==> src/design/uart_hub_pkg.sv <==
package uart_hub_pkg;

  // channel count and address map
  localparam int N_CHANNELS = 4;
  localparam int CH_SEL_LO  = 4;              // slot field starts at byte address bit 4
  localparam int CH_SEL_W   = 3;              // 8 slots, only the low ones mapped

  localparam int ADDR_W = 32;
  localparam int DATA_W = 32;

  // start + 8 data + parity + 2 stop
  localparam int FRAME_BITS = 12;
  localparam int BIT_CNT_W  = $clog2(FRAME_BITS);

  localparam int DIVIDER_W = 16;
  localparam logic [DIVIDER_W-1:0] DEFAULT_DIVIDER = 16'd5050;

  // register offset, word address bits [3:2]
  typedef enum logic [1:0] {
    REG_DATA    = 2'd0,
    REG_DIVIDER = 2'd1,
    REG_NONE    = 2'd2
  } reg_op_e;

  typedef enum logic [1:0] {
    TX_IDLE,
    TX_SEND,
    TX_DONE
  } tx_state_e;

endpackage

==> src/design/wb_addr_decoder.sv <==
`timescale 1ns/1ns

module wb_addr_decoder (
  input  logic                                   clk,
  input  logic                                   rst,
  input  logic                                   cyc_i,
  input  logic                                   stb_i,
  input  logic                                   we_i,
  input  logic [uart_hub_pkg::ADDR_W-1:0]        adr_i,
  input  logic [uart_hub_pkg::DATA_W-1:0]        wdata_i,
  input  logic                                   done_i,
  output logic [uart_hub_pkg::N_CHANNELS-1:0]    ch_req_o,
  output logic                                   ch_we_o,
  output uart_hub_pkg::reg_op_e                  ch_op_o,
  output logic [uart_hub_pkg::DATA_W-1:0]        ch_wdata_o,
  output logic                                   err_o
);

  import uart_hub_pkg::*;

  logic                busy_q;
  logic                accept;
  logic                mapped;
  logic [CH_SEL_W-1:0] slot;
  reg_op_e             op;

  assign slot   = adr_i[CH_SEL_LO +: CH_SEL_W];
  assign mapped = slot < N_CHANNELS;
  assign accept = cyc_i && stb_i && !busy_q;   // held stb ignored while busy

  always_comb
  begin
    case (adr_i[3:2])
      2'd0:    op = REG_DATA;
      2'd1:    op = REG_DIVIDER;
      default: op = REG_NONE;
    endcase
  end

  always_ff @(posedge clk)
  begin
    if (rst)
    begin
      busy_q   <= 1'b0;
      ch_req_o <= '0;
      err_o    <= 1'b0;
    end
    else
    begin
      ch_req_o <= '0;                          // pulses last one cycle
      err_o    <= 1'b0;
      if (done_i)
        busy_q <= 1'b0;
      if (accept)
      begin
        busy_q <= 1'b1;
        for (int i = 0; i < N_CHANNELS; i++)
          ch_req_o[i] <= mapped && (slot == i);
        err_o <= !mapped;
      end
    end
  end

  always_ff @(posedge clk)
  begin
    if (accept)
    begin
      ch_we_o    <= we_i;
      ch_op_o    <= op;
      ch_wdata_o <= wdata_i;
    end
  end

endmodule

==> src/design/uart_tx_channel.sv <==
`timescale 1ns/1ns

module uart_tx_channel (
  input  logic                            clk,
  input  logic                            rst,
  input  logic                            req_i,
  input  logic                            we_i,
  input  uart_hub_pkg::reg_op_e           op_i,
  input  logic [uart_hub_pkg::DATA_W-1:0] wdata_i,
  output logic                            ack_o,
  output logic [uart_hub_pkg::DATA_W-1:0] rdata_o,
  output logic                            txd_o
);

  import uart_hub_pkg::*;

  tx_state_e             state_q;
  logic [DIVIDER_W-1:0]  divider_q;
  logic [DIVIDER_W-1:0]  baud_cnt_q;
  logic [BIT_CNT_W-1:0]  bit_cnt_q;
  logic [FRAME_BITS-1:0] frame_q;
  logic                  reg_ack_q;

  logic                  start_tx;
  logic                  reg_access;
  logic                  bit_end;
  logic                  last_bit;
  logic [7:0]            tx_byte;

  assign tx_byte = wdata_i[7:0];

  // a data write holds the ack until the frame is out
  assign start_tx   = req_i && we_i && (op_i == REG_DATA) && (state_q == TX_IDLE);
  assign reg_access = req_i && !(we_i && (op_i == REG_DATA));

  assign bit_end  = baud_cnt_q == divider_q;   // bit lasts divider+1 cycles
  assign last_bit = bit_cnt_q == BIT_CNT_W'(FRAME_BITS - 1);

  always_ff @(posedge clk)
  begin
    if (rst)
    begin
      state_q    <= TX_IDLE;
      baud_cnt_q <= '0;
      bit_cnt_q  <= '0;
      txd_o      <= 1'b1;                      // line idles high
      reg_ack_q  <= 1'b0;
      divider_q  <= DEFAULT_DIVIDER;
    end
    else
    begin
      reg_ack_q <= reg_access;
      if (reg_access && we_i && (op_i == REG_DIVIDER))
        divider_q <= wdata_i[DIVIDER_W-1:0];

      case (state_q)
        TX_IDLE:
        begin
          if (start_tx)
          begin
            state_q    <= TX_SEND;
            baud_cnt_q <= '0;
            bit_cnt_q  <= '0;
            txd_o      <= 1'b0;                // start bit
          end
        end
        TX_SEND:
        begin
          if (bit_end)
          begin
            baud_cnt_q <= '0;
            if (last_bit)
              state_q <= TX_DONE;              // second stop bit finished
            else
            begin
              bit_cnt_q <= bit_cnt_q + 1'b1;
              txd_o     <= frame_q[1];
            end
          end
          else
            baud_cnt_q <= baud_cnt_q + 1'b1;
        end
        TX_DONE:
          state_q <= TX_IDLE;
        default:
          state_q <= TX_IDLE;
      endcase
    end
  end

  // frame shifts right, bit 0 is the one on the line
  always_ff @(posedge clk)
  begin
    if (start_tx)
      frame_q <= {2'b11, ^tx_byte, tx_byte, 1'b0};
    else if ((state_q == TX_SEND) && bit_end)
      frame_q <= {1'b1, frame_q[FRAME_BITS-1:1]};
  end

  always_ff @(posedge clk)
  begin
    rdata_o <= '0;
    if (reg_access && !we_i && (op_i == REG_DIVIDER))
      rdata_o <= {{(DATA_W - DIVIDER_W){1'b0}}, divider_q};
  end

  assign ack_o = reg_ack_q || (state_q == TX_DONE);

endmodule

==> src/design/wb_rsp_mux.sv <==
`timescale 1ns/1ns

module wb_rsp_mux (
  input  logic                                clk,
  input  logic                                rst,
  input  logic [uart_hub_pkg::N_CHANNELS-1:0] ch_ack_i,
  input  logic [uart_hub_pkg::DATA_W-1:0]     ch_rdata_i [uart_hub_pkg::N_CHANNELS],
  input  logic                                err_i,
  output logic                                ack_o,
  output logic                                err_o,
  output logic [uart_hub_pkg::DATA_W-1:0]     rdata_o
);

  import uart_hub_pkg::*;

  logic [DATA_W-1:0] rdata_merged;

  // only one channel acks at a time, so an AND-OR merge is enough
  always_comb
  begin
    rdata_merged = '0;
    for (int i = 0; i < N_CHANNELS; i++)
      rdata_merged = rdata_merged | (ch_rdata_i[i] & {DATA_W{ch_ack_i[i]}});
  end

  always_ff @(posedge clk)
  begin
    if (rst)
    begin
      ack_o   <= 1'b0;
      err_o   <= 1'b0;
      rdata_o <= '0;
    end
    else
    begin
      ack_o   <= |ch_ack_i;
      err_o   <= err_i;                        // unmapped slot
      rdata_o <= rdata_merged;                 // zero when nothing acks
    end
  end

endmodule

==> src/design/uart_hub_top.sv <==
`timescale 1ns/1ns

module uart_hub_top (
  input  logic                                clk,
  input  logic                                rst,
  input  logic                                wb_cyc_i,
  input  logic                                wb_stb_i,
  input  logic                                wb_we_i,
  input  logic [uart_hub_pkg::ADDR_W-1:0]     wb_adr_i,
  input  logic [uart_hub_pkg::DATA_W-1:0]     wb_dat_i,
  output logic [uart_hub_pkg::DATA_W-1:0]     wb_dat_o,
  output logic                                wb_ack_o,
  output logic                                wb_err_o,
  output logic [uart_hub_pkg::N_CHANNELS-1:0] txd_o
);

  import uart_hub_pkg::*;

  logic [N_CHANNELS-1:0] ch_req;
  logic                  ch_we;
  reg_op_e               ch_op;
  logic [DATA_W-1:0]     ch_wdata;
  logic [N_CHANNELS-1:0] ch_ack;
  logic [DATA_W-1:0]     ch_rdata [N_CHANNELS];
  logic                  dec_err;
  logic                  bus_done;

  assign bus_done = wb_ack_o || wb_err_o;     // frees the decoder for the next cycle

  wb_addr_decoder wb_addr_decoder_inst (
    .clk        (clk),
    .rst        (rst),
    .cyc_i      (wb_cyc_i),
    .stb_i      (wb_stb_i),
    .we_i       (wb_we_i),
    .adr_i      (wb_adr_i),
    .wdata_i    (wb_dat_i),
    .done_i     (bus_done),
    .ch_req_o   (ch_req),
    .ch_we_o    (ch_we),
    .ch_op_o    (ch_op),
    .ch_wdata_o (ch_wdata),
    .err_o      (dec_err)
  );

  for (genvar i = 0; i < N_CHANNELS; i++)
  begin : gen_channel
    uart_tx_channel uart_tx_channel_inst (
      .clk     (clk),
      .rst     (rst),
      .req_i   (ch_req[i]),
      .we_i    (ch_we),
      .op_i    (ch_op),
      .wdata_i (ch_wdata),
      .ack_o   (ch_ack[i]),
      .rdata_o (ch_rdata[i]),
      .txd_o   (txd_o[i])
    );
  end

  wb_rsp_mux wb_rsp_mux_inst (
    .clk        (clk),
    .rst        (rst),
    .ch_ack_i   (ch_ack),
    .ch_rdata_i (ch_rdata),
    .err_i      (dec_err),
    .ack_o      (wb_ack_o),
    .err_o      (wb_err_o),
    .rdata_o    (wb_dat_o)
  );

endmodule

==> config.mk <==
export PLATFORM = sky130hd
export DESIGN_NAME = uart_hub_top
export DESIGN_NICKNAME = d
export VERILOG_FILES = /design/src/design/uart_hub_pkg.sv /design/src/design/wb_addr_decoder.sv /design/src/design/uart_tx_channel.sv /design/src/design/wb_rsp_mux.sv /design/src/design/uart_hub_top.sv
export SDC_FILE = /design/constraint.sdc
export NUM_CORES = 1
export LEC_CHECK = 0
export BUFFER_PORTS_ARGS = -buffer_cell sky130_fd_sc_hd__buf_2
export CORE_ASPECT_RATIO = 1.5
export CORE_MARGIN = 2
export CORE_UTILIZATION = 55
export DETAILED_ROUTE_END_ITERATION = 10
export PLACE_DENSITY_LB_ADDON = 0.2
export SYNTH_ARGS = -nofsm -noshare
export SYNTH_HDL_FRONTEND = slang
export SYNTH_SLANG_ARGS = --single-unit
export TNS_END_PERCENT = 50
==> constraint.sdc <==
create_clock -name clk -period 5.14 [get_ports clk]
set_input_delay 0.257 -clock clk [delete_from_list [all_inputs] [get_ports clk]]
set_output_delay 0.257 -clock clk [all_outputs]
set_load 0.02 [all_outputs]
==> flow_summary.yaml <==
placed_design:
  pre_cts_ws_ns: 2.37
  dp_hpwl_um: 22100
  gp_congestion: 0.882
  dpl_cell_area_sq_um: 13100
  post-place-cells: 1665
  port_buffers: 47
layout:
  diodes: 0
  drive_gt1_frac: 0.0820
  fin_area_sq_um: 14300
  finalNonFillerCells: 1742
  syn_to_final_growth_pct: 10.5
  final_nets: 1482
  n_fill_cell: 1902
logic_synthesis:
  avgSynthCellArea_sq_um: 9.23
  yosysTopAreaCellShare: 0.384
  yosys.area.top_type: "dfxtp_1"
  ys_top_cells_by_count: "248 x dfxtp_1, 219 x nand2_1, 92 x nand3_1"
  synth-xor-area-share: 0.0562
  yosysSeqAreaShare: 0.512
  synthMuxAreaShare: 0.00629
  async_reset_ff_frac: 0
  syn-cell-area_sq_um: 12900
  synthAdderAreaFrac: 0.00774
  synth_seq_cells: 303
  ys.flop_type: "dfxtp_1"
  ys_warn_count: 0
  syn_inst: 1402
  yosys.area_share.simple: 0.227
  synth_top_family_by_area: "simple AND/OR/NAND/NOR gates"
  yosysMostFrequentCell: "dfxtp_1"
  yosys-top-cells-area: "dfxtp_1 38%, edfxtp_1 13%, nand2_1 6.4%"
  yosysUniqueCellTypes: 69
  synth_edf_count: 55
  synth_compound_area_frac: 0.140
floorplan:
  die_y_um: 192
  start_util: 0.561
  dieArea_sq_um: 24800
  die_w_um: 129
  ios: 107
  core_area_sq_um: 23100
  rows: 68
detailed_routing:
  drt-vias-per-instance: 5.93
  drc: 0
  vias: 10300
  drt_wl_total_um: 33700
  wl_per_cell_um: 19.4
  drtIter0Drc: 878
  ant_nets: 0
  drtPass1Iterations: 8
clocking:
  insertion_delay_ns: 0.55
  cts_resized: 0
  cts_tree: "yes"
  clkTransAtPathRegs_ns: 0.06
  postCtsHoldBufs: 24
  cts_made_buffers: 29
  cts_root_buf: "clkbuf_16"
  h-tree-depth: 1
  clk_path_buf_depth: 3
  cts_sinks: 303
  cts_setup_buffers: 0
timing:
  final.setup.tns_ns: 0
  max_slew_margin: 0.188
  setup_ws_ns: 2.41
  setup_viol: 0
  drv_slew: 0
  worstMarginPinSlew_ns: 1.21
  rsz0062_at_grt: "no"
  fmax_mhz: 366
  period_needed_ns: 2.73
  fin_crit_sh: 0.532
  fin_skew_ns: 0.0170
  hold_viol_final: 0
status:
  status: "finished, final reports clean"
global_routing:
  grt_first_pass_wirelength_um: 53400
  overflow: 0
  grt_max_degree: 65
  grt_pass1_vias: 9835
  grtUsageTotal: 0.273
  antenna_found_initial: 0
pwr:
  power_mw: 4.63
  p_per_area_nw_per_um2: 324
  leakagePower_nw: 5.39
  vdd_drop_max_uv: 280
worst_setup_path:
  worstSetupEndpointType: "flop"
  crit_path_start_kind: "flop"
  crit_path_max_fanout: 33
  worst_ep_required_time_ns: 5.29
  cp_data_arrival_time_ns: 2.89
  crit_slowest_cell: "o21ai_0"
  cpPeakStageDelay_ns: 0.94
  path_class: "reg -> reg"
  path_cells: "xor2_1, nor4_1, nand4_2, buf_4, o21ai_0"
min_path:
  hold_class: "in -> reg"
  hp-start: "wb_stb_i"
run:
  drv_cap: 0
==> sequential cells by signal, indices dropped and copies added, names as in the netlist <==
register and flops:
wb_rsp_mux_inst.rdata_o 16, gen_channel.uart_tx_channel_inst.divider_q 64, gen_channel.uart_tx_channel_inst.baud_cnt_q 64, wb_addr_decoder_inst.err_o 1
wb_addr_decoder_inst.ch_wdata_o 16, gen_channel.uart_tx_channel_inst.rdata_o 64, wb_rsp_mux_inst.err_o 1, gen_channel.uart_tx_channel_inst.frame_q 36
gen_channel.uart_tx_channel_inst.state_q 8, wb_addr_decoder_inst.ch_op_o 2, wb_rsp_mux_inst.ack_o 1, wb_addr_decoder_inst.ch_we_o 1
gen_channel.uart_tx_channel_inst.txd_o 4, wb_addr_decoder_inst.busy_q 1, gen_channel.uart_tx_channel_inst.reg_ack_q 4, wb_addr_decoder_inst.ch_req_o 4
gen_channel.uart_tx_channel_inst.bit_cnt_q 16
==> through the flow <==
| stage | hold slack [ns] | util |
|---|---|---|
| after floorplan | 0.329 | - |
| after global routing | 0.108 | 0.620 |
| after CTS | 0.0901 | 0.620 |
| after detailed placement | 0.428 | 0.570 |
| after global placement | 0.423 | 0.570 |
| final | 0.0918 | 0.620 |
==> metal layers <==
metal / part of all wire / vias to the layer above / track usage
met4: 0.037 / 0 / 0.0991
met5: 0 / - / 0
li1: - / 4984 / -
met2: 0.49 / 325 / 0.469
met1: 0.42 / 4949 / 0.352
met3: 0.057 / 78 / 0.0320
==> final cells by class <==
| class | count | area, sq um | area share |
|---|---|---|---|
| Multi-Input combinational cell | 963 | 5720 | 0.400 |
| Timing Repair Buffer | 80 | 546 | 0.0382 |
| Tap cell | 315 | 394 | 0.0276 |
| Inverter | 28 | 105 | 0.00736 |
| Clock buffer | 41 | 822 | 0.0575 |
| Clock inverter | 12 | 90.1 | 0.00630 |
| Sequential cell | 303 | 6620 | 0.463 |
==> where the power goes <==
part / switching [mW] / internal, mW / total (mW) / leakage (nW)
logic: 0.0785 / 0.0357 / 0.114 / 2.43
clock network: 0.900 / 1.16 / 2.06 / 0.449
registers: 0.0324 / 2.42 / 2.46 / 2.51
==> path summary, 6_finish.rpt <==
path / end / slack (ns) / cells past startpoint
worst max-delay path: gen_channel[1].uart_tx_channel_inst.frame_q[2] / 2.41 / 5
worst min-delay path: wb_addr_decoder_inst.busy_q / 0.09 / 3
worst max register to register: gen_channel[1].uart_tx_channel_inst.frame_q[2] / 2.41 / 5
worst min register to register: wb_rsp_mux_inst.err_o / 0.45 / 1
==> worst max-delay path: cells and delay by family (launching register included) <==
family	cells	cell delay (ns)
compound gates	1	0.94
simple gates	2	0.53
flops	1	0.49
buf+inv	1	0.26
xor+xnor	1	0.11
==> cell families after synthesis <==
kind of cell,after synthesis
AND/OR/NAND/NOR,578
flip-flops,303
AO/OA/AOI/OAI,270
buffers and inverters,151
XOR/XNOR,83
adder cells (fa/ha/maj),8
multiplexers,8
other,1
==> cells in the final DEF (no fill, tap or decap), drive strengths merged, types with 7 or more instances in the layout <==
| cell type | Yosys | layout |
|---|---|---|
| dfxtp | 248 | 248 |
| nand2 | 220 | 220 |
| nand3 | 94 | 94 |
| and3 | 76 | 76 |
| a21oi | 76 | 76 |
| xor2 | 71 | 71 |
| buf | 44 | 56 |
| edfxtp | 55 | 55 |
| nor2 | 46 | 46 |
| clkbuf | 79 | 41 |
| a22oi | 33 | 33 |
| o21ai | 33 | 33 |
| a22o | 32 | 32 |
| nor4 | 32 | 32 |
| a31oi | 30 | 30 |
| inv | 27 | 30 |
| dlygate4sd3 | 0 | 24 |
| nand4 | 24 | 24 |
| nor3 | 20 | 20 |
| o211ai | 18 | 18 |
| conb | 1 | 16 |
| xnor2 | 12 | 12 |
| o22ai | 12 | 12 |
| nand3b | 11 | 11 |
| or3 | 11 | 11 |
| and2 | 9 | 9 |
| nand2b | 8 | 8 |
| ha | 8 | 8 |
| clkinv | 1 | 8 |
| mux2i | 7 | 7 |
Note: power is estimated with default switching activity, not from simulation.
